`src/lsu_defines.svh`:
```
`ifndef LSU_DEFINES_SVH
`define LSU_DEFINES_SVH

// ----------------------------------------
// Queue geometry
// ----------------------------------------

// Entries in the age-ordered ring
`define LSU_QUEUE_DEPTH 8
// Index into the ring, log2 of the depth
`define LSU_IDX_W 3

// ----------------------------------------
// Datapath widths
// ----------------------------------------

// Processor tag
`define LSU_TAG_W 8
`define LSU_ADDR_W 64
`define LSU_DATA_W 64

`endif

```
`src/lsu_pkg.sv`:
```
`include "lsu_defines.svh"

package lsu_pkg;

  // Widths with a meaning of their own
  typedef logic [`LSU_TAG_W-1:0] tag_t;
  typedef logic [`LSU_ADDR_W-1:0] addr_t;
  typedef logic [`LSU_DATA_W-1:0] data_t;
  typedef logic [`LSU_IDX_W-1:0] idx_t;

  typedef enum logic {
    OP_LOAD,
    OP_STORE
  } op_e;

  // Cache port FSM
  typedef enum logic [1:0] {
    L1D_IDLE,
    L1D_REQ,
    L1D_WAIT
  } l1d_state_e;

  // ----------------------------------------
  // Queue entry
  // ----------------------------------------
  typedef struct packed {
    logic  valid;
    // Address and store data known
    logic  resolved;
    // Sent to the cache port
    logic  issued;
    // Result value is final
    logic  complete;
    op_e   op;
    tag_t  tag;
    addr_t addr;
    // Store data, later the result
    data_t value;
  } lsu_entry_t;

  typedef lsu_entry_t [`LSU_QUEUE_DEPTH-1:0] entry_vec_t;

  // ----------------------------------------
  // Processor side
  // ----------------------------------------
  typedef struct packed {
    tag_t tag;
    op_e  op;
  } instr_req_t;

  typedef struct packed {
    tag_t  tag;
    addr_t addr;
    data_t value;
  } data_req_t;

  // ----------------------------------------
  // Internal paths
  // ----------------------------------------
  typedef struct packed {
    idx_t  idx;
    data_t value;
  } fwd_t;

  typedef struct packed {
    idx_t  idx;
    op_e   op;
    addr_t addr;
    data_t value;
    tag_t  tag;
  } mem_req_t;

  // Already zeroed for writes
  typedef struct packed {
    tag_t  tag;
    data_t value;
  } mem_rsp_t;

  // ----------------------------------------
  // Cache and completion side
  // ----------------------------------------
  typedef struct packed {
    logic  we;
    addr_t addr;
    data_t value;
    tag_t  tag;
  } l1d_req_t;

  typedef struct packed {
    tag_t  tag;
    data_t value;
  } l1d_rsp_t;

  typedef struct packed {
    tag_t  tag;
    data_t value;
  } completion_t;

endpackage

```
`src/lsu_completion_select.sv`:
```
`timescale 1ns/1ps
`include "lsu_defines.svh"

module lsu_completion_select (
  input  logic                 clk_in,
  input  logic                 rst_N_in,
  input  lsu_pkg::entry_vec_t  entries_in,
  input  lsu_pkg::idx_t        head_idx_in,
  output logic                 completion_valid_out,
  output lsu_pkg::completion_t completion_out,
  output logic                 retire_valid_out,
  output lsu_pkg::idx_t        retire_idx_out
);

  // Oldest finished entry, scanning from head
  always_comb begin
    lsu_pkg::idx_t i;
    logic found;

    found          = 1'b0;
    retire_idx_out = head_idx_in;
    for (int k = 0; k < `LSU_QUEUE_DEPTH; k++) begin
      i = head_idx_in + lsu_pkg::idx_t'(k);
      if (!found && entries_in[i].valid && entries_in[i].complete) begin
        found          = 1'b1;
        retire_idx_out = i;
      end
    end
    retire_valid_out = found;
  end

  always_ff @(posedge clk_in or negedge rst_N_in) begin
    if (!rst_N_in) begin
      completion_valid_out <= 1'b0;
    end else begin
      completion_valid_out <= retire_valid_out;
    end
  end

  // Result leaves as the slot is freed
  always_ff @(posedge clk_in) begin
    if (retire_valid_out) begin
      completion_out.tag   <= entries_in[retire_idx_out].tag;
      completion_out.value <= entries_in[retire_idx_out].value;
    end
  end

endmodule

```
`config.mk`:
```
export PLATFORM = sky130hd
export DESIGN_NAME = lsu_completion_select
export DESIGN_NICKNAME = d
export VERILOG_FILES = /design/src/lsu_pkg.sv /design/src/lsu_completion_select.sv
export VERILOG_INCLUDE_DIRS = /design/src
export SDC_FILE = /design/constraint.sdc
export NUM_CORES = 1
export LEC_CHECK = 0
export BUFFER_PORTS_ARGS = -buffer_cell sky130_fd_sc_hd__buf_2
export CAP_MARGIN = 5
export CELL_PAD_IN_SITES_DETAIL_PLACEMENT = 1
export CELL_PAD_IN_SITES_GLOBAL_PLACEMENT = 1
export CORE_AREA = 2 2 469 471
export CTS_CLUSTER_SIZE = 25
export DETAILED_ROUTE_END_ITERATION = 8
export DIE_AREA = 0 0 471 473
export GPL_ROUTABILITY_DRIVEN = 1
export HOLD_SLACK_MARGIN = 0.05
export PLACE_DENSITY = 0.35
export SLEW_MARGIN = 10
export SYNTH_ARGS = -nofsm -noshare
export SYNTH_HDL_FRONTEND = slang
export SYNTH_SLANG_ARGS = --single-unit
```
`constraint.sdc`:
```
create_clock -name clk_in -period 5.8 [get_ports clk_in]
set_input_delay 0.58 -clock clk_in [delete_from_list [all_inputs] [get_ports clk_in]]
set_output_delay 0.58 -clock clk_in [all_outputs]
set_load 0.005 [all_outputs]
```
# == Word level (Yosys, flattened, before mapping) ==
# Index checks and enable logic that the tools add are counted.
# op_classes
add_sub_neg,7
n_lt_le_gt_ge,9
n_mux,33
n_reduce_logical,22
# op_table
op,count
141-bit binary-select mux with 3-bit select,9
141-bit two-way mux,8
136-bit two-way mux,1
3-bit by 4-bit less-than comparator with 1-bit output (second input constant),9
3-bit two-way mux,7
1-bit logical AND,15
3-bit adder (second input constant),4
1-bit two-way mux,8
1-bit logical NOT,7
3-bit by 2-bit adder with 3-bit output (second input constant),2
3-bit by 1-bit adder with 3-bit output (second input constant),1
# word_totals
ff_bits,73
in_bits,1133
output_inout_bits,77
elab_cells,74

# == Depth between registers and ports, before layout ==
# depth
depth_word,34
ltp_mapped,23
mapped_depth_nobuf,12

# == Least setup slack after synthesis ==
# OpenSTA, ideal clock, no wires.
# synth_path
path_type,input-to-reg
start,input port head_idx_in[0]
end,register completion_out[0] in the netlist's numbering (enable)
setup_time_ps,945
arrival_time_ps,5112
required_time_ps,4855
slack_ps,-257
cell_stages,17
n_path_buf,9
path_cell_list,buf_4 buf_2 inv_2 buf_2 clkbuf_1 clkbuf_1 clkbuf_1 ha_1 buf_2 buf_2 nand3_1 nand4_1 nand4_1 buf_2 and3_4 and3_1 nand3_1
# synth_via
elab_chain_cells,32
elab_cells_between_ends,53
cone_classes,add/sub (7); mux (24); reduce/logical (22)
# synth_lines
element,line_no,rtl
from (decl),lsu_completion_select.sv:8,"input lsu_pkg::idx_t head_idx_in,"
"parallel branches: the longest is 31 deep, another holds 3-bit by 1-bit adder with 3-bit output",n/a,
1-bit two-way mux *,lsu_completion_select.sv:24,if (!found && entries_in[i].valid && entries_in[i].complete) begin
via retire_valid_out,lsu_completion_select.sv:11,"output logic retire_valid_out,"
to (decl),lsu_completion_select.sv:10,"output lsu_pkg::completion_t completion_out,"
# Mark *: on every way through the listed nets, which the timed path passes. The select of a mux whose other input is x is not followed.
# A chain may end at the register's enable or synchronous reset.

# == Final worst setup path ==
# layout_path
start,input port head_idx_in[0]
end,output port retire_idx_out[2]
# layout_via
elab_chain_cells,32
elab_cells_between_ends,59
cone_classes,add/sub (7); mux (30); reduce/logical (22)
# layout_lines
element,line_no,rtl
"parallel branches: the longest is 31 deep, another holds 3-bit by 1-bit adder with 3-bit output",n/a,
3-bit two-way mux *,lsu_completion_select.sv:24,
to (decl),lsu_completion_select.sv:12,output lsu_pkg::idx_t retire_idx_out
# Mark *: on every way between the ends. The select of a mux whose other input is x is not followed.

==> metrics <==
relative slew slack=0.249; worst supply voltage drop on vdd=0.216 mV; worst slew pin tran=1.13 ns; Setup-failing EPs final=0; wire length after detailed routing=118,000 um; Final HPWL DP=90,900 um; routability-driven placement congestion ratio=0.730; total placed instance area=20,200 um^2; Routed WL per cell=22.0 um; commonest non-fill, non-tap cells in the layout=672 x buf_2, 591 x nand2_1, 145 x a22oi_1, 144 x a211oi_1, 140 x nor3_1; leading register cell type out of synthesis=edfxtp_1; cell count after placement=5,302; clk slew on worst S/H paths=0.08 ns; buffers from clock root to sink, at most=2; initial cell density of the core=0.0594; type of origin of the critical path=input pin; row cnt=172; Clk Tree Root Cell=clkbuf_16; classification of the worst setup path=input pin to output port; post-synth top area share=0.171; Layout Cells excl Fill=5,348; count of boundary I/O pins=1,210; Critical Path Sink Type=output port; required time of the critical path=5.22 ns; TNS Setup=0 ns; total leakage power=8.53 nW; share of the clock period used by the worst path=0.869; area of the core region=218,000 um^2; DIE AREA=223,000 um^2; count of flip-flops with a built-in enable after synthesis=72; detailed-router iteration count before antenna repair=5; main combinational cell family by area after synthesis=compound AO/OA/AOI/OAI gates; Async SR Flop Fraction=0.0137; overflow left after global routing=0; Cell Chain, Critical Path=buf_8 -> inv_8 -> ha_1 -> mux4_2 -> nand3_1 -> nand2_1 -> or3_1 -> nor3_2 -> nor4_2 -> o31ai_4 -> buf_12 -> nand2_4 -> buf_12 -> buf_2; register area=2190 um^2; TritonCTS clock tree=done; Clock H-tree levels=3; Die Ht=473 um; area of the multi-input gates=9880 um^2; count of maximum capacitance violations=0; simple-gate area share of the yosys netlist=0.292; most used cell, CP=buf_12; final setup margin=0.760 ns; global-route wire length before repair=158,000 um; max-slew violations=0; FMAX=0.198 GHz; post-synthesis compound-gate area fraction=0.387; total routing usage reported by global routing=0.102; unrepaired setup endpoints after global routing=no; vias in the first global route=18,700; multiplexer area fraction after synthesis=0.0711; total power=5.45 mW; post-placement worst setup slack=0.325 ns; count of state elements after synthesis=73; number of nets at the end of the flow=3,578; Finished Cell Area=20,500 um^2; fraction of the yosys area taken by sequential cells=0.169; fillcell total=26,400; final hold viol count=0; number of warnings printed during yosys synthesis=0; Vias/cell=3.39; Tightest Hold Check Type=input pin to async pin; number of nets produced by synthesis=3,032; cell with the largest stage delay on the worst path=ha_1; number of buffers added by the clock tree synthesis step=9; maximum fanout along the worst path=17; Sinks on Clock Net=73; drc violations=0; synth top area cells=nand2_1 17%, edfxtp_1 17%, a22oi_1 8.4%, a211oi_1 8.3%, clkbuf_1 5.9%; Syn Std Cell Area=13,000 um^2; total power density per cell area=266 nW/um^2; post-CTS repair timing setup buffer count=0; Yosys cell types=61; first-iteration detailed-routing DRC count=973; initial antenna violation count=74; status=complete, no violations; post-synth top area cell=nand2_1; Crit path largest cell delay=0.67 ns; largest net degree at the start of global routing=152; count of input and output buffers=673; final critical delay including setup and external delays=5.04 ns; most common library cell in the layout ignoring fill and taps=buf_2; Chip Width=471 um; Post-Synth Adder-Cell Area=0.00193; number of instances in the synthesized netlist=1,897; synthesis-to-finish area growth=58.5%; number of vias in the routed layout=18,100; antenna-violating nets left=0; Mean Syn Cell Area=6.83 um^2; proportion of layout cells with a drive suffix above 1=0.339; Crit path arrival time=4.46 ns; xor/xnor cell area share of the yosys netlist=0.00270
Yosys cell counts (3+ instances only):
library cell  count
nand2_1         591
clkbuf_1        205
nor3_1          146
a22oi_1         145
a211oi_1        144
and3_1           79
mux2i_1          74
o211a_1          73
a2111oi_0        72
a21boi_0         72
a311oi_1         72
edfxtp_1         72
buf_2            28
nand3_1          16
nand4_1          10
a21oi_1           8
mux4_2            7
o21ai_0           7
buf_1             5
buf_4             5
nand2b_1          4
nor2_1            4
o2111ai_1         4
and2_1            3
inv_1             3
inv_2             3
state kept, by name, summed over array words and instances (netlist names):
register,count
completion_out,72
completion_valid_out,1
worst max-delay path by stage:
stage / start / endpoint / depth (start not counted)
detailed placement: head_idx_in[0] / completion_out[20] / 13
floorplan: head_idx_in[0] / completion_out[10] / 21
global placement: head_idx_in[0] / completion_out[20] / 13
CTS: head_idx_in[0] / retire_idx_out[2] / 14
global route: head_idx_in[0] / retire_idx_out[2] / 15
finish: head_idx_in[0] / retire_idx_out[2] / 14
worst max-delay path, delay by kind of cell:
kind | cells | cell delay [ns]
and+or+nand+nor | 6 | 1.40
buffers and inverters | 5 | 0.86
adders and majority gates | 1 | 0.67
muxes | 1 | 0.46
AOI/OAI and AO/OA | 1 | 0.39
metrics by stage:
| step | hold slack (ns) | utilization |
|---|---|---|
| global placement | 0.356 | 0.0924 |
| detailed placement | 0.356 | 0.0924 |
| CTS | 0.332 | 0.0938 |
| finish | 0.433 | 0.0941 |
| floorplan | 0.284 | - |
| global route | 0.392 | 0.0939 |
per-layer routing:
metal | track usage | up-vias | wire length (um)
met5 | 0 | - | 352
met3 | 0.0268 | 155 | 6820
li1 | - | 8388 | -
met2 | 0.186 | 620 | 59800
met4 | 0.0245 | 54 | 2880
met1 | 0.117 | 8896 | 48000
final cells by class:
cell class	instances	area share
clock buffers	9	0.0110
clock inverters	7	0.00341
diodes	29	0.00353
well taps	2871	0.175
flip-flops and latches	73	0.106
inverters	6	0.00158
multi-input cells	1574	0.481
repair buffers	779	0.218
kinds of logic (layout without fill, tap and decap cells):
family | Yosys count | in the layout
xor gates and xnor gates | 4 | 4
muxes | 83 | 83
and+or+nand+nor | 868 | 868
buffers and inverters | 250 | 801
other | 0 | 29
AOI/OAI and AO/OA | 617 | 617
DFF | 73 | 73
adders and majority gates | 2 | 2
report_power, final:
group          switching, mW  internal [mW]  total [mW]
logic                   2.35           1.38        3.73
registers             0.0700          0.933        1.00
clock network          0.389          0.334       0.723
total                   2.81           2.65        5.45
what timing repair did:
action	in CTS	in global routing
gates resized for setup	0	0
hold buffers	1	0
hold endpoints to repair	1	0
No activity file was read; power rests on OpenSTA's default activity.
