$ cat src/lsu_defines.svh
`ifndef LSU_DEFINES_SVH
`define LSU_DEFINES_SVH

// ----------------------------------------
// Queue geometry
// ----------------------------------------

// Entries in the age-ordered ring
`define LSU_QUEUE_DEPTH 8
// Index into the ring, log2 of the depth
`define LSU_IDX_W 3

// ----------------------------------------
// Datapath widths
// ----------------------------------------

// Processor tag
`define LSU_TAG_W 8
`define LSU_ADDR_W 64
`define LSU_DATA_W 64

`endif

$ cat src/lsu_pkg.sv
`include "lsu_defines.svh"

package lsu_pkg;

  // Widths with a meaning of their own
  typedef logic [`LSU_TAG_W-1:0] tag_t;
  typedef logic [`LSU_ADDR_W-1:0] addr_t;
  typedef logic [`LSU_DATA_W-1:0] data_t;
  typedef logic [`LSU_IDX_W-1:0] idx_t;

  typedef enum logic {
    OP_LOAD,
    OP_STORE
  } op_e;

  // Cache port FSM
  typedef enum logic [1:0] {
    L1D_IDLE,
    L1D_REQ,
    L1D_WAIT
  } l1d_state_e;

  // ----------------------------------------
  // Queue entry
  // ----------------------------------------
  typedef struct packed {
    logic  valid;
    // Address and store data known
    logic  resolved;
    // Sent to the cache port
    logic  issued;
    // Result value is final
    logic  complete;
    op_e   op;
    tag_t  tag;
    addr_t addr;
    // Store data, later the result
    data_t value;
  } lsu_entry_t;

  typedef lsu_entry_t [`LSU_QUEUE_DEPTH-1:0] entry_vec_t;

  // ----------------------------------------
  // Processor side
  // ----------------------------------------
  typedef struct packed {
    tag_t tag;
    op_e  op;
  } instr_req_t;

  typedef struct packed {
    tag_t  tag;
    addr_t addr;
    data_t value;
  } data_req_t;

  // ----------------------------------------
  // Internal paths
  // ----------------------------------------
  typedef struct packed {
    idx_t  idx;
    data_t value;
  } fwd_t;

  typedef struct packed {
    idx_t  idx;
    op_e   op;
    addr_t addr;
    data_t value;
    tag_t  tag;
  } mem_req_t;

  // Already zeroed for writes
  typedef struct packed {
    tag_t  tag;
    data_t value;
  } mem_rsp_t;

  // ----------------------------------------
  // Cache and completion side
  // ----------------------------------------
  typedef struct packed {
    logic  we;
    addr_t addr;
    data_t value;
    tag_t  tag;
  } l1d_req_t;

  typedef struct packed {
    tag_t  tag;
    data_t value;
  } l1d_rsp_t;

  typedef struct packed {
    tag_t  tag;
    data_t value;
  } completion_t;

endpackage

$ cat src/lsu_entry_table.sv
`timescale 1ns/1ps
`include "lsu_defines.svh"

module lsu_entry_table (
  input  logic                 clk_in,
  input  logic                 rst_N_in,
  input  logic                 instr_valid_in,
  input  lsu_pkg::instr_req_t  instr_in,
  input  logic                 data_valid_in,
  input  lsu_pkg::data_req_t   data_in,
  input  logic                 fwd_valid_in,
  input  lsu_pkg::fwd_t        fwd_in,
  input  logic                 mem_issue_valid_in,
  input  lsu_pkg::mem_req_t    mem_issue_in,
  input  logic                 mem_rsp_valid_in,
  input  lsu_pkg::mem_rsp_t    mem_rsp_in,
  input  logic                 retire_valid_in,
  input  lsu_pkg::idx_t        retire_idx_in,
  output logic                 instr_ready_out,
  output lsu_pkg::entry_vec_t  entries_out,
  output lsu_pkg::idx_t        head_idx_out
);

  lsu_pkg::entry_vec_t entries_q;
  lsu_pkg::idx_t       head_q;
  lsu_pkg::idx_t       tail_q;
  // One bit wider than the index so a full ring is visible
  logic [`LSU_IDX_W:0] count_q;

  logic                        alloc;
  logic                        pop;
  logic [`LSU_QUEUE_DEPTH-1:0] res_hit;
  logic [`LSU_QUEUE_DEPTH-1:0] rsp_hit;

  assign entries_out  = entries_q;
  assign head_idx_out = head_q;

  // Free tail slot and room left in the ring
  assign instr_ready_out = !entries_q[tail_q].valid &&
                           (count_q < (`LSU_IDX_W + 1)'(`LSU_QUEUE_DEPTH));
  assign alloc = instr_valid_in && instr_ready_out;

  // Head walks past retired slots, one per cycle
  assign pop = (count_q != '0) && !entries_q[head_q].valid;

  // ----------------------------------------
  // Tag matches
  // ----------------------------------------
  always_comb begin
    for (int i = 0; i < `LSU_QUEUE_DEPTH; i++) begin
      // Operands arrive for a waiting entry
      res_hit[i] = data_valid_in && entries_q[i].valid && !entries_q[i].resolved &&
                   (entries_q[i].tag == data_in.tag);
      // Cache result for the outstanding request
      rsp_hit[i] = mem_rsp_valid_in && entries_q[i].valid && entries_q[i].issued &&
                   !entries_q[i].complete && (entries_q[i].tag == mem_rsp_in.tag);
    end
  end

  // ----------------------------------------
  // Ring state
  // ----------------------------------------
  always_ff @(posedge clk_in or negedge rst_N_in) begin
    if (!rst_N_in) begin
      head_q  <= '0;
      tail_q  <= '0;
      count_q <= '0;
      for (int i = 0; i < `LSU_QUEUE_DEPTH; i++) begin
        entries_q[i].valid    <= 1'b0;
        entries_q[i].resolved <= 1'b0;
        entries_q[i].issued   <= 1'b0;
        entries_q[i].complete <= 1'b0;
      end
    end else begin
      // New instruction at the tail
      if (alloc) begin
        entries_q[tail_q].valid    <= 1'b1;
        entries_q[tail_q].resolved <= 1'b0;
        entries_q[tail_q].issued   <= 1'b0;
        entries_q[tail_q].complete <= 1'b0;
        entries_q[tail_q].op       <= instr_in.op;
        entries_q[tail_q].tag      <= instr_in.tag;
        tail_q                     <= tail_q + 1'b1;
      end
      for (int i = 0; i < `LSU_QUEUE_DEPTH; i++) begin
        if (res_hit[i]) begin
          entries_q[i].resolved <= 1'b1;
          entries_q[i].addr     <= data_in.addr;
          // Loads get their value later
          if (entries_q[i].op == lsu_pkg::OP_STORE) begin
            entries_q[i].value <= data_in.value;
          end
        end
        if (rsp_hit[i]) begin
          entries_q[i].value    <= mem_rsp_in.value;
          entries_q[i].complete <= 1'b1;
        end
      end
      // Load served from an older store
      if (fwd_valid_in) begin
        entries_q[fwd_in.idx].value    <= fwd_in.value;
        entries_q[fwd_in.idx].complete <= 1'b1;
      end
      if (mem_issue_valid_in) begin
        entries_q[mem_issue_in.idx].issued <= 1'b1;
      end
      // Slot frees here, head catches up later
      if (retire_valid_in) begin
        entries_q[retire_idx_in].valid <= 1'b0;
      end
      if (pop) begin
        head_q <= head_q + 1'b1;
      end
      count_q <= count_q + (`LSU_IDX_W + 1)'(alloc) - (`LSU_IDX_W + 1)'(pop);
    end
  end

  // ----------------------------------------
  // Checks
  // ----------------------------------------

  // Processor only sends operands for one live, unresolved tag
  assert property (@(posedge clk_in) disable iff (!rst_N_in)
    data_valid_in |-> $onehot(res_hit))
    else $error("data strobe for tag %0h matched %0d entries", data_in.tag,
                $countones(res_hit));

  // Pointers meeting with entries in flight means the ring is full
  assert property (@(posedge clk_in) disable iff (!rst_N_in)
    alloc |-> (count_q == '0) || (tail_q != head_q))
    else $error("allocation into a full queue");

endmodule

$ cat config.mk
export PLATFORM = sky130hd
export DESIGN_NAME = lsu_entry_table
export DESIGN_NICKNAME = d
export VERILOG_FILES = /design/src/lsu_pkg.sv /design/src/lsu_entry_table.sv
export VERILOG_INCLUDE_DIRS = /design/src
export SDC_FILE = /design/constraint.sdc
export NUM_CORES = 2
export LEC_CHECK = 0
export BUFFER_PORTS_ARGS = -buffer_cell sky130_fd_sc_hd__clkbuf_2
export CORE_AREA = 10 10 604 606
export CTS_CLUSTER_DIAMETER = 200
export DETAILED_ROUTE_END_ITERATION = 12
export DIE_AREA = 0 0 614 616
export SKIP_CTS_REPAIR_TIMING = 1
export SYNTH_ARGS = -nofsm -noshare
export SYNTH_HDL_FRONTEND = slang
export SYNTH_SLANG_ARGS = --single-unit
$ cat constraint.sdc
create_clock -name clk_in -period 15.8 [get_ports clk_in]
set_input_delay 0.79 -clock clk_in [delete_from_list [all_inputs] [get_ports clk_in]]
set_output_delay 0.79 -clock clk_in [all_outputs]
set_load 0.05 [all_outputs]
Word level (Yosys, flattened, before mapping)
Cells that the tools add are included.
{"block": "totals", "word_cells": 257, "regBits": 1138, "inputBits": 435, "output_inout_bits": 1132}
{"block": "op_classes", "n_reduce_logical": 82, "eq_ne": 16, "n_addsub": 4, "n_lt_le_gt_ge": 10, "mux": 78}
{"cell": "bitwise mux 1128 bit", "n": 10}
{"cell": "2-to-1 mux 1128 bit", "n": 4}
{"cell": "demux 141 bit (select 3 bit)", "n": 10}
{"cell": "2-to-1 mux 64 bit", "n": 17}
{"cell": "2-to-1 mux 128 bit", "n": 8}
{"cell": "binary-select mux 141 bit (select 3 bit)", "n": 2}
{"cell": "2-to-1 mux 141 bit", "n": 4}
{"cell": "2-to-1 mux 139 bit", "n": 2}
{"cell": "2-to-1 mux 138 bit", "n": 2}
{"cell": "2-to-1 mux 140 bit", "n": 1}
{"cell": "2-to-1 mux 137 bit", "n": 1}
{"cell": "2-to-1 mux 136 bit", "n": 1}
{"cell": "== test 8 bit", "n": 16}
{"cell": "logical AND 1 bit", "n": 63}
{"cell": "< comparator 3 x 4 -> 1 bit, second input constant", "n": 5}
{"cell": "zero test 1 bit", "n": 18}
{"cell": "2-to-1 mux 1 bit", "n": 16}
{"cell": "greater-or-equal comparator 3 x 1 -> 1 bit, second input constant", "n": 4}
{"cell": "adder 3 x 1 -> 3 bit, second input constant", "n": 2}
{"cell": "adder 4 x 1 -> 4 bit", "n": 1}
{"cell": "< comparator 4 bit, second input constant", "n": 1}
{"cell": "nonzero test 4 bit", "n": 1}
{"cell": "subtractor 4 x 1 -> 4 bit", "n": 1}

Longest topological paths before layout
{"block": "logic_depth", "word_depth": 21, "ltp_mapped": 10, "ltp_nobuf": 10}

Least setup slack after synthesis
OpenSTA, ideal clock, no wires.
{"block": "synth_timing", "path_kind": "input-to-reg", "from": "in data_in[130] (netlist bit)", "to": "reg with a tool-made name", "arrival_ns": 7.545, "path_slack_ns": 7.611, "path_buffers": 1, "stages": 5, "setup_time_ns": 0.644, "required_ns": 15.156, "cell_sequence": "buf_4 > xnor2_2 > and3_1 > nand3_1 > nor4_1"}
{"item": "from (decl)", "line_no": "lsu_entry_table.sv:10", "rtl": "input lsu_pkg::data_req_t data_in,"}

Worst setup path after layout
{"block": "layout_timing", "from": "in rst_N_in", "to": "reg entries_q, in the netlist entries_out[303], enable pin"}
{"item": "from (decl)", "line_no": "lsu_entry_table.sv:6", "rtl": "input logic rst_N_in,"}
{"item": "to (decl)", "line_no": "lsu_entry_table.sv:24", "rtl": "lsu_pkg::entry_vec_t entries_q;"}
No word-level cell between the ends.

==> flow_summary.ini <==
[routing]
drt_iter0_drc = 8182
antenna_left = 0
drc_errors = 0
drt_wl_total_mm = 374.8
vias_per_cell = 4.518
vias = 45524
dr.pass1.iters = 6
post_drt_wl_per_cell_um = 37.20

[floorplanning]
fp-row-count = 218
initial_core_util_pct = 14.07
die_h_um = 616
die_x_um = 614
core-area_um2 = 352100
ios = 1567
dieArea_um2 = 378200

[global_routing]
grt_pass1_wl_mm = 463.0
grt_max_degree = 75
grtUsageTotal_pct = 18.51
antenna_found_initial = 135
grt_pass1_vias = 41154
grt_overflow = 0

[clocking]
cts-root-buf = clkbuf_16
clkLatencyLatePin_ps = 840
cts_made_buffers = 139
cts.sink_count = 1138
path_clk_slew_ps = 60
clock_path_buffers = 4
htree_num_levels = 4
cts_tree = yes

[synthesis]
synthesis.area_um2 = 49560
ys_warn_count = 0
synth-async-reset-ratio_pct = 3.691
synth_cell_type_count = 51
synth.most_common_cell = edfxtp_1
ys_seq_area_share_pct = 68.53
ys.flop_type = edfxtp_1
ys_top_cells_by_area = edfxtp_1 66%, nand2_1 7.0%, o22ai_1 6.5%
syn_avg_cell_area_um2 = 12.39
synth_fp_nets = 4443
synth-edff-count = 1096
yosys.area.top_type_share_pct = 66.41
ys_seq_elements = 1138
synth_largest_area_cell = edfxtp_1
ys_top_cells_by_count = 1,096 x edfxtp_1, 921 x nand2_1, 512 x o22ai_1
syn_inst = 4000

[worst_setup_path]
cp-end-kind = flop
cp.arrival_ps = 5680
cp-start-kind = input pin
critical_path_required_ps = 16200
critPathMaxFanout = 74
path_class = input pin to flop

[sta]
tightest_slew_ps = 1254
relSlewSlack_pct = 16.37
final_hold_viol_count = 0
clock_skew_ps = 72.07
finalCriticalPeriod_ps = 5282
hold_ws_ps = 281.5
rsz0062_at_grt = false
final-max-slew-violation-count = 0
max_freq_ghz = 0.1893
fin_setup_tns_ps = 0
finalCritPeriodShare_pct = 33.43
setup_viol_count_final = 0

[cells_and_area]
drive_gt1_share_pct = 33.68
finalInstanceArea_um2 = 65890
nFillCells = 38478
final_net_count = 5634
syn_to_final_growth_pct = 32.95
fin_util_pct = 18.71
instances_no_fill = 10076

[placed_design]
placed_area_um2 = 61260
numPortBuffers = 1429
hpwl_mm = 275.7
dp.cells = 9779
routabilityCongestion = 0.9162

[power_and_ir_drop]
powerDensity_nw_per_um2 = 127.2
p_leak_nw = 24.72
ir_drop_uv = 92.24

[flow_run]
maxCapViolations = 0

[hold_path]
min_path_type = input pin to flop

[outcome]
status = complete, no violations
-- report_power, final --
| part | total (mW) | switching, mW | internal [mW] |
|---|---|---|---|
| Clock | 3.31 | 1.48 | 1.83 |
| Combinational | 1.45 | 1.16 | 0.290 |
| Sequential | 3.63 | 0.144 | 3.49 |
-- area by class of cell --
class,instances,area (um2),area share (%)
clock inverters,80,882.1,1.339
well taps,4730,5918,8.982
multi-input cells,2369,13450,20.41
diodes,49,122.6,0.1861
flip-flops and latches,1138,33960,51.54
clock buffers,167,3615,5.486
inverters,24,90.09,0.1367
repair buffers,1519,7853,11.92
-- cell families (layout without fill, tap and decap cells) --
| kind of cell | count (synthesis) | after routing | synth area share, % |
|---|---|---|---|
| adders and majority gates | 8 | 8 | 0.2171 |
| buffers and inverters | 493 | 1790 | 4.731 |
| AOI/OAI and AO/OA | 1063 | 1063 | 13.39 |
| other | 0 | 49 | 0 |
| muxes | 71 | 71 | 1.497 |
| and+or+nand+nor | 1094 | 1094 | 9.243 |
| DFF | 1138 | 1138 | 68.53 |
| xor gates and xnor gates | 133 | 133 | 2.396 |
-- metal layers --
metal  wire (um)  vias up  track usage (%)
li1            -    17626                -
met1      128400    22314            21.27
met2      164500     4536            28.79
met3       51650      990            7.111
met4       29890       58            11.77
met5         359        -                0
-- layout by cell type (no fill, tap or decap), types with 18 or more instances in the layout --
cell type / count
buf_4: 88
mux2i_1: 64
a31oi_1: 448
clkinv_2: 19
clkbuf_1: 26
o22ai_1: 512
clkbuf_16: 140
nand2_1: 918
nand4_1: 21
a21oi_1: 70
edfxtp_1: 1096
nor2_1: 34
nand3_1: 20
diode_2: 49
clkinv_1: 18
inv_1: 24
dfrtp_1: 42
clkbuf_2: 1428
xnor2_1: 34
xor2_1: 96
-- critical path, cell delays in order --
cell and delay (ps):
dlygate4sd3_1 560, buf_8 270, buf_4 490, buf_4 720
buf_4 820, buf_4 820, buf_4 930
-- final timing paths --
check / slack, ps / cells after the start / from / end
worst min-delay path: 280 / 1 / data_in[74] / flop
worst max-delay path: 10520 / 7 / rst_N_in / entries_out[303]
worst min register to register: 510 / 2 / entries_out[985] / entries_out[985]
max in group asynchronous: 13940 / 4 / rst_N_in / entries_out[1126]
min in group asynchronous: 440 / 2 / rst_N_in / entries_out[986]
worst max register to register: 12080 / 7 / flop / entries_out[747]
-- stage by stage --
stage	power, mW	setup WS (ps)
floorplan	4.477	7611
global placement	5.113	10380
detailed placement	5.125	10390
CTS	8.422	11270
global route	8.591	10410
finish	8.384	10520
(Power assumes the default switching activity.)
