===== config.mk =====
export PLATFORM = sky130hd
export DESIGN_NAME = lsu_l1d_port
export DESIGN_NICKNAME = d
export VERILOG_FILES = /design/src/lsu_pkg.sv /design/src/lsu_l1d_port.sv
export VERILOG_INCLUDE_DIRS = /design/src
export SDC_FILE = /design/constraint.sdc
export NUM_CORES = 1
export LEC_CHECK = 0
export BUFFER_PORTS_ARGS = -buffer_cell sky130_fd_sc_hd__buf_2
export CORE_AREA = 3 3 167 169
export DETAILED_ROUTE_END_ITERATION = 8
export DIE_AREA = 0 0 170 172
export GPL_ROUTABILITY_DRIVEN = 1
export GPL_TIMING_DRIVEN = 0
export SKIP_LAST_GASP = 1
export SLEW_MARGIN = 10
export SYNTH_ARGS = -nofsm -noshare
export SYNTH_HDL_FRONTEND = slang
export SYNTH_SLANG_ARGS = --single-unit

===== constraint.sdc =====
create_clock -name clk_in -period 4.9 [get_ports clk_in]
set_input_delay 0 -clock clk_in [delete_from_list [all_inputs] [get_ports clk_in]]
set_output_delay 0 -clock clk_in [all_outputs]
set_load 0.01 [all_outputs]

===== src/lsu_defines.svh =====
`ifndef LSU_DEFINES_SVH
`define LSU_DEFINES_SVH

// ----------------------------------------
// Queue geometry
// ----------------------------------------

// Entries in the age-ordered ring
`define LSU_QUEUE_DEPTH 8
// Index into the ring, log2 of the depth
`define LSU_IDX_W 3

// ----------------------------------------
// Datapath widths
// ----------------------------------------

// Processor tag
`define LSU_TAG_W 8
`define LSU_ADDR_W 64
`define LSU_DATA_W 64

`endif


===== src/lsu_pkg.sv =====
`include "lsu_defines.svh"

package lsu_pkg;

  // Widths with a meaning of their own
  typedef logic [`LSU_TAG_W-1:0] tag_t;
  typedef logic [`LSU_ADDR_W-1:0] addr_t;
  typedef logic [`LSU_DATA_W-1:0] data_t;
  typedef logic [`LSU_IDX_W-1:0] idx_t;

  typedef enum logic {
    OP_LOAD,
    OP_STORE
  } op_e;

  // Cache port FSM
  typedef enum logic [1:0] {
    L1D_IDLE,
    L1D_REQ,
    L1D_WAIT
  } l1d_state_e;

  // ----------------------------------------
  // Queue entry
  // ----------------------------------------
  typedef struct packed {
    logic  valid;
    // Address and store data known
    logic  resolved;
    // Sent to the cache port
    logic  issued;
    // Result value is final
    logic  complete;
    op_e   op;
    tag_t  tag;
    addr_t addr;
    // Store data, later the result
    data_t value;
  } lsu_entry_t;

  typedef lsu_entry_t [`LSU_QUEUE_DEPTH-1:0] entry_vec_t;

  // ----------------------------------------
  // Processor side
  // ----------------------------------------
  typedef struct packed {
    tag_t tag;
    op_e  op;
  } instr_req_t;

  typedef struct packed {
    tag_t  tag;
    addr_t addr;
    data_t value;
  } data_req_t;

  // ----------------------------------------
  // Internal paths
  // ----------------------------------------
  typedef struct packed {
    idx_t  idx;
    data_t value;
  } fwd_t;

  typedef struct packed {
    idx_t  idx;
    op_e   op;
    addr_t addr;
    data_t value;
    tag_t  tag;
  } mem_req_t;

  // Already zeroed for writes
  typedef struct packed {
    tag_t  tag;
    data_t value;
  } mem_rsp_t;

  // ----------------------------------------
  // Cache and completion side
  // ----------------------------------------
  typedef struct packed {
    logic  we;
    addr_t addr;
    data_t value;
    tag_t  tag;
  } l1d_req_t;

  typedef struct packed {
    tag_t  tag;
    data_t value;
  } l1d_rsp_t;

  typedef struct packed {
    tag_t  tag;
    data_t value;
  } completion_t;

endpackage


===== src/lsu_l1d_port.sv =====
`timescale 1ns/1ps

module lsu_l1d_port (
  input  logic               clk_in,
  input  logic               rst_N_in,
  input  logic               mem_issue_valid_in,
  input  lsu_pkg::mem_req_t  mem_issue_in,
  input  logic               l1d_ready_in,
  input  logic               l1d_rsp_valid_in,
  input  lsu_pkg::l1d_rsp_t  l1d_rsp_in,
  output logic               mem_ready_out,
  output logic               l1d_req_valid_out,
  output lsu_pkg::l1d_req_t  l1d_req_out,
  output logic               mem_rsp_valid_out,
  output lsu_pkg::mem_rsp_t  mem_rsp_out
);

  lsu_pkg::l1d_state_e state_q;
  lsu_pkg::l1d_req_t   req_q;

  // Single outstanding request
  assign mem_ready_out     = (state_q == lsu_pkg::L1D_IDLE);
  assign l1d_req_valid_out = (state_q == lsu_pkg::L1D_REQ);
  assign l1d_req_out       = req_q;

  // ----------------------------------------
  // FSM and response strobe
  // ----------------------------------------
  always_ff @(posedge clk_in or negedge rst_N_in) begin
    if (!rst_N_in) begin
      state_q           <= lsu_pkg::L1D_IDLE;
      mem_rsp_valid_out <= 1'b0;
    end else begin
      mem_rsp_valid_out <= (state_q == lsu_pkg::L1D_WAIT) && l1d_rsp_valid_in;
      case (state_q)
        lsu_pkg::L1D_IDLE: if (mem_issue_valid_in) state_q <= lsu_pkg::L1D_REQ;
        // Hold until the cache takes it
        lsu_pkg::L1D_REQ:  if (l1d_ready_in) state_q <= lsu_pkg::L1D_WAIT;
        lsu_pkg::L1D_WAIT: if (l1d_rsp_valid_in) state_q <= lsu_pkg::L1D_IDLE;
        default:           state_q <= lsu_pkg::L1D_IDLE;
      endcase
    end
  end

  // Request latch and response capture
  always_ff @(posedge clk_in) begin
    if (state_q == lsu_pkg::L1D_IDLE && mem_issue_valid_in) begin
      req_q.we    <= (mem_issue_in.op == lsu_pkg::OP_STORE);
      req_q.addr  <= mem_issue_in.addr;
      req_q.value <= mem_issue_in.value;
      req_q.tag   <= mem_issue_in.tag;
    end
    if (l1d_rsp_valid_in) begin
      mem_rsp_out.tag   <= l1d_rsp_in.tag;
      // Stores complete with zero
      mem_rsp_out.value <= req_q.we ? '0 : l1d_rsp_in.value;
    end
  end

  // Cache answers only the request it accepted
  assert property (@(posedge clk_in) disable iff (!rst_N_in)
    l1d_rsp_valid_in |-> (state_q == lsu_pkg::L1D_WAIT) && (l1d_rsp_in.tag == req_q.tag))
    else $error("unexpected cache response tag %0h", l1d_rsp_in.tag);

  // Stalled request holds its fields
  assert property (@(posedge clk_in) disable iff (!rst_N_in)
    l1d_req_valid_out && !l1d_ready_in |=> l1d_req_valid_out && $stable(l1d_req_out))
    else $error("cache request changed before acceptance");

endmodule


# [Word-level counts from Yosys, hierarchy flattened]
# Cells that the tools add are included.
# Widths: inputs -> output; s select.
[classes] muxes=4 magnitude_cmp=0 multipliers=0 add_sub_neg=0 div=0 eq_ne=5 reduce_logical=4 bitwise_logic=0 shift=0
[op_table] op="$mux 2" count=3
[op_table] op="$ne 2x2->1 const B" count=3
[op_table] op="$pmux 2 s3" count=1
[op_table] op="$reduce_and 3->1" count=1
[op_table] op="$eq 2x1->1 const B" count=1
[op_table] op="$eq 2x2->1 const B" count=1
[op_table] op="$logic_and 1x1->1" count=2
[op_table] op="$logic_not 2->1" count=1
[totals] output_inout_bits=212 mem_bits_ro=0 ram_bits=0 wordCells=21 reg_bits=212 n_memories=0 latch_bits=0

# [Longest topological paths before layout]
# Gate-level depths: netlist of run 1.
[depth] depth_word=3 mapped_depth=3 depth_no_buf=2

# [Least setup slack after synthesis of run 1]
# OpenSTA, ideal clock, no wires.
[synth_timing] path_kind="reg2reg" startpoint="register state_q[0]" endpoint="register req_q (netlist bit l1d_req_out[0]) (enable)" path_buffers=0 stages_incl_launch_ff=3 setup_slack_ps=555 synth_period_minus_slack_ps=4345 arrival_ps=3832 setup_time_ps=512 path_cell_list="dfrtp_1 -> nor2_1 -> and2_1"
[synth_via] elab_chain_len=2
[synth_rtl] item="start: declaration" line_no="lsu_l1d_port.sv:18" rtl="lsu_pkg::l1d_state_e state_q;"
[synth_rtl] item="start signal: assignment" line_no="lsu_l1d_port.sv:31" rtl="state_q <= lsu_pkg::L1D_IDLE;"
[synth_rtl] item="start signal: assignment" line_no="lsu_l1d_port.sv:36" rtl="lsu_pkg::L1D_IDLE: if (mem_issue_valid_in) state_q <= lsu_pkg::L1D_REQ;"
[synth_rtl] item="start signal: assignment" line_no="lsu_l1d_port.sv:38" rtl="lsu_pkg::L1D_REQ: if (l1d_ready_in) state_q <= lsu_pkg::L1D_WAIT;"
[synth_rtl] item="$logic_not 2->1"
[synth_rtl] item="net mem_ready_out" line_no="lsu_l1d_port.sv:11" rtl="output logic mem_ready_out,"
[synth_rtl] item="$logic_and 1x1->1" line_no="lsu_l1d_port.sv:47" rtl="if (state_q == lsu_pkg::L1D_IDLE && mem_issue_valid_in) begin"
[synth_rtl] item="end: declaration" line_no="lsu_l1d_port.sv:19" rtl="lsu_pkg::l1d_req_t req_q;"
# The timed path passes the listed nets, and every way through them passes these cells.
# A chain may end at the register's enable or synchronous reset.

# [Worst setup path in the final report of run 1]
[layout_timing] startpoint="register state_q[0]" endpoint="register req_q (netlist bit l1d_req_out[120]) (enable)"
[layout_via] elab_chain_len=2
[layout_rtl] item="$logic_not 2->1" line_no="lsu_l1d_port.sv:47"
[layout_rtl] item="$logic_and 1x1->1" line_no="lsu_l1d_port.sv:47"
# No other way between the ends.

==> results of run 1 <==
through the flow:
stage	setup WS, ps	util	area (µm²)
finish	2870	0.465	12400
global route	2750	0.465	12400
CTS	2870	0.465	12400
detailed placement	2880	0.357	9530
global placement	-843	0.354	9450
floorplan	555	-	6900
state kept, by name, indices dropped and copies added (netlist names):
register	flops
l1d_req_out	137
mem_rsp_out	72
mem_rsp_valid_out	1
state_q	2
worst max-delay path, stage by stage, from the launching register on:
cell and delay [ps]:
dfrtp_1 440, nor2_1 150, and2_4 380, buf_16 340
buf_16 300
area by class of cell:
class	instances	area, µm²	area share
clock buffer	32	631	0.0508
timing repair buffer	642	4350	0.350
buffer	7	75.1	0.00604
antenna	2	5.00	0.000403
sequential	212	6350	0.511
clock inverter	12	119	0.00957
tap	341	427	0.0343
multi-input combinational	74	472	0.0380
layer usage:
metal / share of wire / global-route usage / wire [µm] / vias up
li1: - / - / - / 2455
met1: 0.35 / 0.148 / 7900 / 2454
met2: 0.51 / 0.259 / 11500 / 293
met3: 0.10 / 0.0546 / 2250 / 53
met4: 0.035 / 0.0522 / 789 / 2
met5: 0.00058 / 0 / 13 / -
cells by family after synthesis:
kind of cell | synth area share
compound gates | 0.00181
simple gates | 0.0662
flops | 0.921
buf+inv | 0.0109
worst paths after layout:
path	startpoint	to	slack, ps	cells after the start
max	state_q[0]	l1d_req_out[120]	2870	4
min reg2reg	state_q[1]	state_q[0]	530	1
max in group asynchronous	rst_N_in	state_q[1]	4370	3
min in group asynchronous	rst_N_in	mem_rsp_valid_out	380	3
min	mem_issue_in[127]	l1d_req_out[127]	190	2
max reg2reg	state_q[0]	l1d_req_out[120]	2870	4
cell usage after synthesis, drive strengths merged:
| library cell | number |
|---|---|
| a21o | 1 |
| edfxtp | 209 |
| a21oi | 1 |
| dfrtp | 3 |
| nor2 | 2 |
| nor2b | 65 |
| buf | 7 |
| nor3b | 1 |
| nand2 | 1 |
| nand2b | 2 |
| and2 | 1 |
power by group through the flow:
stage / Combinational [mW] / Clock (mW) / Sequential (mW)
3_5_place_dp: 0.918 / 0 / 2.53
5_1_grt: 1.13 / 1.84 / 2.53
3_3_place_gp: 0.865 / 0 / 2.59
6_report: 1.05 / 1.72 / 2.50
2_1_floorplan: 0.214 / 0 / 2.75
4_1_cts: 1.06 / 1.78 / 2.50
cell usage in the layout (no fill, tap or decap), types with 2 or more instances in the layout:
master | synthesis | final
buf_2 | 0 | 424
dlygate4sd3_1 | 0 | 214
edfxtp_1 | 209 | 209
nor2b_1 | 64 | 64
clkbuf_16 | 0 | 24
clkbuf_1 | 0 | 8
buf_6 | 6 | 6
clkinv_1 | 0 | 4
clkinv_2 | 0 | 4
dfrtp_1 | 3 | 3
diode_2 | 0 | 2
nor2_1 | 2 | 2
buf_4 | 1 | 2
nand2b_1 | 2 | 2
bufinv_16 | 0 | 2
buf_16 | 0 | 2
==> results.cfg, run 1 <==
[routing]
first_pass_iters = 4
drc = 0
vias = 5257
viasPerCell = 3.98
wl_um = 22400
postRouteAntennaNets = 0
drt_first_iter_violations = 235
wl_per_cell_um = 17.0

[sta]
tns_ps = 0
finalClockSkew_ps = 10.9
fmax_mhz = 493
rsz0062_at_grt = false
tightest_slew_ps = 423
fin_crit_sh = 0.414
slew_headroom = 0.718
hold_ws_ps = 191
finalCriticalPeriod_ps = 2030
setup_viol = 0
maxSlewViolCount = 0
hold_viol_final = 0

[power_and_ir_drop]
irDropWorstVdd_mv = 0.246
p_int_mw = 3.88
power_mw = 5.26
p_leak_nw = 5.26
swShare = 0.262
p_seq_frac = 0.475
p_clk_frac = 0.326
p_sw_mw = 1.38
power_density_nw_per_um2 = 424
comb_power_share = 0.199

[setup_path]
crit_required_ps = 5080
arrival_ps = 2210
crit_fanout = 66
cp-end-kind = flip-flop
startpoint_type = flip-flop
critPathKind = reg -> reg

[logic_synthesis]
synthesis.instances = 293
synth_warnings = 0
syn_area_um2 = 6900
synth_seq_area_share = 0.921
synth_top_area_cell = edfxtp_1
synth-seq-cells = 212
synth_nets = 510
synth.distinct_cells = 13
avgSynthCellArea_um2 = 23.5
synthDominantCellAreaShare = 0.910
synth_area_leaders = edfxtp_1 91%, nor2b_1 5.8%, dfrtp_1 1.1%

[clock_network]
insertion_delay_ps = 510
clock-sinks = 212
cts_root_buf = clkbuf_16
hold_buffers = 214
tritoncts = yes
cts_made_buffers = 24
htree_levels = 1
post_cts_buffers = 0
ctsResizeCount = 0
cts_buffer_depth = 3
clk_pin_slew_ps = 60

[layout]
instances_no_fill = 1322
drive_gt1_frac = 0.480
nNetsFinal = 1178
syn_to_final_growth_pct = 80.2
fillers = 2315

[place]
io_buffer_count = 425
hpwl_um = 15000
dpl.cell_count = 1062
gp_congestion = 0.755

[floorplan]
core_um2 = 26700
rows = 60
die_area_um2 = 29200
initial_utilization = 0.258
die_h_um = 172
die_w_um = 170
io_pins = 429

[grt]
grt_usage = 0.142
grt_pass1_vias = 5756
antenna_found_initial = 3
grt_max_degree = 67
grt_pass1_wl_um = 32000
grt-ovfl-total = 0

[run_status]
outcome = finished, final reports clean

[worst_hold_path]
worstHoldPathType = in -> reg

[job]
cap_violations = 0
No activity file was read; power rests on OpenSTA's default activity.
==> inputs of run 2 (changes only) <==
--- a/config.mk
+++ b/config.mk
@@ -7,9 +7,9 @@
 export NUM_CORES = 1
 export LEC_CHECK = 0
 export BUFFER_PORTS_ARGS = -buffer_cell sky130_fd_sc_hd__buf_2
-export CORE_AREA = 3 3 167 169
+export CORE_AREA = 3 3 165 167
 export DETAILED_ROUTE_END_ITERATION = 8
-export DIE_AREA = 0 0 170 172
+export DIE_AREA = 0 0 168 170
 export GPL_ROUTABILITY_DRIVEN = 1
 export GPL_TIMING_DRIVEN = 0
 export SKIP_LAST_GASP = 1
==> constraint.sdc (replaced) <==
create_clock -name clk_in -period 1.7 [get_ports clk_in]
set_input_delay 0 -clock clk_in [delete_from_list [all_inputs] [get_ports clk_in]]
set_output_delay 0 -clock clk_in [all_outputs]
set_load 0.01 [all_outputs]
==> run 2 against run 1 <==
Largest power group unchanged. Utilization increased by 1.4 points. Critical path type unchanged. Clock power increased to 2.8 times the previous value. Routed wire length increased by 3.0%. Sequential cell count unchanged.
==> results.cfg, run 2 (same netlist as run 1, synthesis figures left out) <==
[setup_path]
arrival_ps = 1670
r2r_setup_slack_ps = 180
startpoint_type = flip-flop
r2r-end = l1d_req_out[45]
crit_required_ps = 1860
reg2reg_from = state_q[0]
rr_worst_depth = 2
critPathKind = reg -> reg
crit_fanout = 16
cp-end-kind = flip-flop

[floorplan]
initial_utilization = 0.266
die_area_um2 = 28600
die_w_um = 168
core_um2 = 25900
io_pins = 429
rows = 59
die_h_um = 170

[worst_hold_path]
hold_path_end = l1d_req_out[54]
worstHoldPathType = in -> reg
min_path_cells = 2
hold_start = mem_issue_in[54]

[sta]
maxSlewViolCount = 0
finalCriticalPeriod_ps = 1520
slew_headroom = 0.644
fin_crit_sh = 0.894
rsz0062_at_grt = false
fin_ws_ps = 181
fmax_mhz = 658
hold_viol_final = 0
hold_ws_ps = 195
tightest_slew_ps = 534
finalClockSkew_ps = 5.61
setup_viol = 0

[power_and_ir_drop]
swShare = 0.269
comb_power_share = 0.205
power_density_nw_per_um2 = 1220
p_leak_nw = 5.25
p_int_mw = 11.0
p_clk_frac = 0.316
p_sw_mw = 4.06
p_seq_frac = 0.479
irDropWorstVdd_mv = 0.879

[layout]
final_util = 0.479
final_common_cell = buf_2
mostFrequentLayoutCells = 424 x buf_2, 214 x dlygate4sd3_1, 209 x edfxtp_1
final_area_um2 = 12400
drive_gt1_frac = 0.483
largest_register_ffs = 137
syn_to_final_growth_pct = 79.9
nNetsFinal = 1180

[clock_network]
insertion_delay_ps = 520
htree_levels = 1
cts_root_buf = clkbuf_16
cts_made_buffers = 24
clk_pin_slew_ps = 60
cts_buffer_depth = 3
tritoncts = yes
clock-sinks = 212

[routing]
first_pass_iters = 4
wl_um = 23100
vias = 5298
drc = 0
wl_per_cell_um = 17.6
postRouteAntennaNets = 0
drt_first_iter_violations = 241
viasPerCell = 4.03

[grt]
grt_pass1_wl_um = 33300
grt_max_degree = 106
grt-ovfl-total = 0
grt_usage = 0.151
grt_pass1_vias = 5822
antenna_found_initial = 3

[place]
gp_congestion = 0.731
io_buffer_count = 425
post_dp_cell_area_um2 = 9520
dpl_worst_slack_ps = -421
hpwl_um = 15600

[job]
cap_violations = 0

[run_status]
outcome = finished, final reports clean
run 2: metrics by stage:
stage | total power, mW | std cells | setup TNS, ps
final | 15.1 | 1315 | 0
after global routing | 15.8 | 1314 | 0
after CTS | 15.2 | 1312 | 0
after detailed placement | 9.97 | 1056 | -27280
after global placement | 9.85 | 1053 | -97150
after floorplan | 8.44 | 293 | -48800
run 2: worst max path at each step:
stage,from,endpoint
global placement,state_q[0],l1d_req_out[78]
floorplan,state_q[0],l1d_req_out[0]
detailed placement,state_q[0],l1d_req_out[86]
finish,state_q[0],l1d_req_out[45]
CTS,state_q[0],l1d_req_out[110]
global route,state_q[0],l1d_req_out[64]
run 2: repair_timing:
action	4_1_cts	5_1_grt
gates cloned	1	1
endpoints found under the setup margin	105	103
gates resized for setup	0	1
endpoints found under the hold margin	229	0
buffers inserted	1	0
pin swaps	1	0
hold buffers	214	0
run 2: per-layer routing:
metal	up-vias	GRT usage	part of all wire
li1	2463	-	-
met1	2486	0.170	0.37
met2	306	0.265	0.49
met3	41	0.0583	0.11
met4	2	0.0480	0.027
met5	-	0	0.00056
run 2: area by class of cell:
type | count | area (µm²)
Fill cell | 2219 | 13500
Sequential cell | 212 | 6350
Timing Repair Buffer | 643 | 4360
Clock buffer | 28 | 616
Multi-Input combinational cell | 75 | 482
Tap cell | 335 | 419
Clock inverter | 13 | 100
Buffer | 7 | 75.1
Antenna cell | 2 | 5.00
run 2: worst max-delay path, stage by stage, from the launching register on:
cell and delay [ps]:
dfrtp_1 440, nor2_2 190, and2_2 520
run 2: power by group through the flow:
stage	logic, mW	clock network (mW)	registers [mW]
after global routing	3.32	5.13	7.30
after CTS	3.04	4.92	7.22
after detailed placement	2.65	0	7.31
after global placement	2.53	0	7.32
final	3.09	4.77	7.22
after floorplan	0.627	0	7.81
==> inputs of run 3 (changes only) <==
--- a/config.mk
+++ b/config.mk
@@ -6,14 +6,15 @@
 export SDC_FILE = /design/constraint.sdc
 export NUM_CORES = 1
 export LEC_CHECK = 0
+export ABC_AREA = 1
 export BUFFER_PORTS_ARGS = -buffer_cell sky130_fd_sc_hd__buf_2
-export CORE_AREA = 3 3 165 167
+export CORE_AREA = 3 3 164 166
 export DETAILED_ROUTE_END_ITERATION = 8
-export DIE_AREA = 0 0 168 170
+export DIE_AREA = 0 0 167 169
 export GPL_ROUTABILITY_DRIVEN = 1
 export GPL_TIMING_DRIVEN = 0
 export SKIP_LAST_GASP = 1
-export SLEW_MARGIN = 10
+export SLEW_MARGIN = 20
 export SYNTH_ARGS = -nofsm -noshare
 export SYNTH_HDL_FRONTEND = slang
 export SYNTH_SLANG_ARGS = --single-unit
==> run 3 against run 2 <==
Via count is 5.0% higher. Critical path depth up 4. Clock power is 5.0% higher. Design area up 2.3%. First-iteration DRC count increased by 17%. Total power grew 0.97%. Cell count rose by 5.7%. Clock-buffer cell count down 2. Synthesized area is 1.3% higher. Combinational power grew 2%. Die area shrank 1.2%.
==> results.cfg, run 3 <==
[run_status]
outcome = finished, final reports clean

[routing]
wl_per_cell_um = 16.8
postRouteAntennaNets = 0
first_pass_iters = 4
drt_first_iter_violations = 282
wl_met2_um = 12400
viasPerCell = 4.00
wl_um = 23300
vias = 5561
dr.max_layer_used = met4
drc = 0
met3_wirelength_um = 2260
wl_met1_um = 8080

[floorplan]
die_area_um2 = 28200
core_um2 = 25800
io_pins = 429
die_h_um = 169
die_w_um = 167
rows = 59
initial_utilization = 0.271

[sta]
fin_ws_ps = 83.0
setup_viol = 0
finalCriticalPeriod_ps = 1620
fmax_mhz = 618
maxSlewViolCount = 0
hold_ws_ps = 199
fin_crit_sh = 0.951
slew_headroom = 0.692
hold_viol_final = 0
finalClockSkew_ps = 8.34
tightest_slew_ps = 463

[setup_path]
reg2reg_from = state_q[0]
arrival_ps = 1830
r2r_setup_slack_ps = 80
crit_fanout = 18
critPathKind = reg -> reg
cp-end-kind = flip-flop
r2r-end = l1d_req_out[78]
crit_required_ps = 1910
crit_path_end = l1d_req_out[78]
rr_worst_depth = 6
startpoint_type = flip-flop
critical_path.startpoint = state_q[0]

[clock_network]
cts_buffer_depth = 3
tritoncts = yes
insertion_delay_ps = 510
htree_levels = 1
clock-sinks = 212
cts_made_buffers = 24
cts_root_buf = clkbuf_16
clk_pin_slew_ps = 60

[logic_synthesis]
synthesis.instances = 362
synth_warnings = 0
avgSynthCellArea_um2 = 19.3
post-synth-top-count-cell = edfxtp_1
synthDominantCellAreaShare = 0.898
synthArstFlopShare = 0.0142
synth_edf_count = 209
synth_seq_area_share = 0.909
synth_top_area_cell = edfxtp_1
syn_area_um2 = 6990
synth_nets = 579
synth_ff_type = edfxtp_1
synth_commonest_cells = 209 x edfxtp_1, 69 x inv_1, 65 x nor2_1
synth.distinct_cells = 12
synth-seq-cells = 212
synth_area_leaders = edfxtp_1 90%, inv_1 3.7%, nor2_1 3.5%

[layout]
final_common_cell = buf_2
mostFrequentLayoutCells = 424 x buf_2, 215 x dlygate4sd3_1, 209 x edfxtp_1
drive_gt1_frac = 0.462
nNetsFinal = 1255
largest_register_ffs = 137
syn_to_final_growth_pct = 81.7
final_util = 0.493

[power_and_ir_drop]
irDropWorstVdd_mv = 0.767
power_mw = 15.2
p_leak_nw = 5.70
power_density_nw_per_um2 = 1200

[grt]
grt-ovfl-total = 0
grt_pass1_wl_um = 34700
antenna_found_initial = 2
grt_max_degree = 52
grt_pass1_vias = 6149
grt_usage = 0.157

[job]
cap_violations = 0

[place]
hpwl_um = 15600
gp_congestion = 0.757
io_buffer_count = 425
dpl_worst_slack_ps = -323

[worst_hold_path]
worstHoldPathType = in -> reg
run 3: power by group:
group	leakage [nW]	internal, mW	switching [mW]	total (mW)
Combinational	3.26	1.47	1.68	3.15
Clock	0.379	2.98	2.04	5.01
Sequential	2.05	6.83	0.235	7.07
run 3: cells by family (layout without fill, tap and decap cells):
kind of cell,count (synthesis),in the layout,share of synthesized area
flops,212,212,0.909
buf+inv,76,767,0.0483
simple gates,72,72,0.0399
compound gates,2,2,0.00286
other cells,0,2,0
run 3: worst min-delay path by stage:
| stage | start | to | slack [ps] | cells past startpoint |
|---|---|---|---|---|
| 6_report | mem_issue_in[88] | l1d_req_out[88] | 200 | 2 |
| 5_1_grt | mem_issue_in[76] | l1d_req_out[76] | 170 | 2 |
| 4_1_cts | mem_issue_in[5] | l1d_req_out[5] | 160 | 2 |
| 3_5_place_dp | rst_N_in | mem_rsp_valid_out | -200 | 1 |
| 3_3_place_gp | rst_N_in | mem_rsp_valid_out | -200 | 1 |
| 2_1_floorplan | rst_N_in | mem_rsp_valid_out | -300 | 0 |
run 3: worst max-delay path: stages (launching register included):
cell and delay [ps]:
dfrtp_2 440, nor2_4 120, inv_2 60, nor2_4 150
buf_12 200, buf_16 170, buf_16 160
run 3: per-stage QoR:
stage | area (µm²) | setup TNS (ps) | std cells
after detailed placement | 9710 | -13700 | 1129
after floorplan | 7000 | -189290 | 362
after global placement | 9550 | -310940 | 1122
after CTS | 12700 | -112 | 1386
final | 12700 | 0 | 1390
after global routing | 12700 | -11.4 | 1390
run 3: metal layers:
layer  up-vias  track usage
met4         0       0.0513
met1      2605        0.168
met2       303        0.291
met3        45       0.0542
li1       2608            -
met5         -            0
run 3: final cells by class:
| cell class | instances | area [µm²] |
|---|---|---|
| multi-input combinational | 74 | 312 |
| antenna | 2 | 5.00 |
| sequential | 212 | 6350 |
| timing repair buffer | 650 | 4500 |
| clock buffer | 26 | 629 |
| clock inverter | 15 | 138 |
| buffer | 7 | 78.8 |
| fill | 2191 | 13100 |
| tap | 335 | 419 |
| inverter | 69 | 259 |
run 3: timing repair:
action                                  4_1_cts  5_1_grt
pin swaps                                     1        1
cloned                                        2        1
gates resized for setup                       0        2
hold buffers                                215        0
buffers inserted                              1        1
endpoints found under the hold margin       247        0
endpoints found under the setup margin       72       54
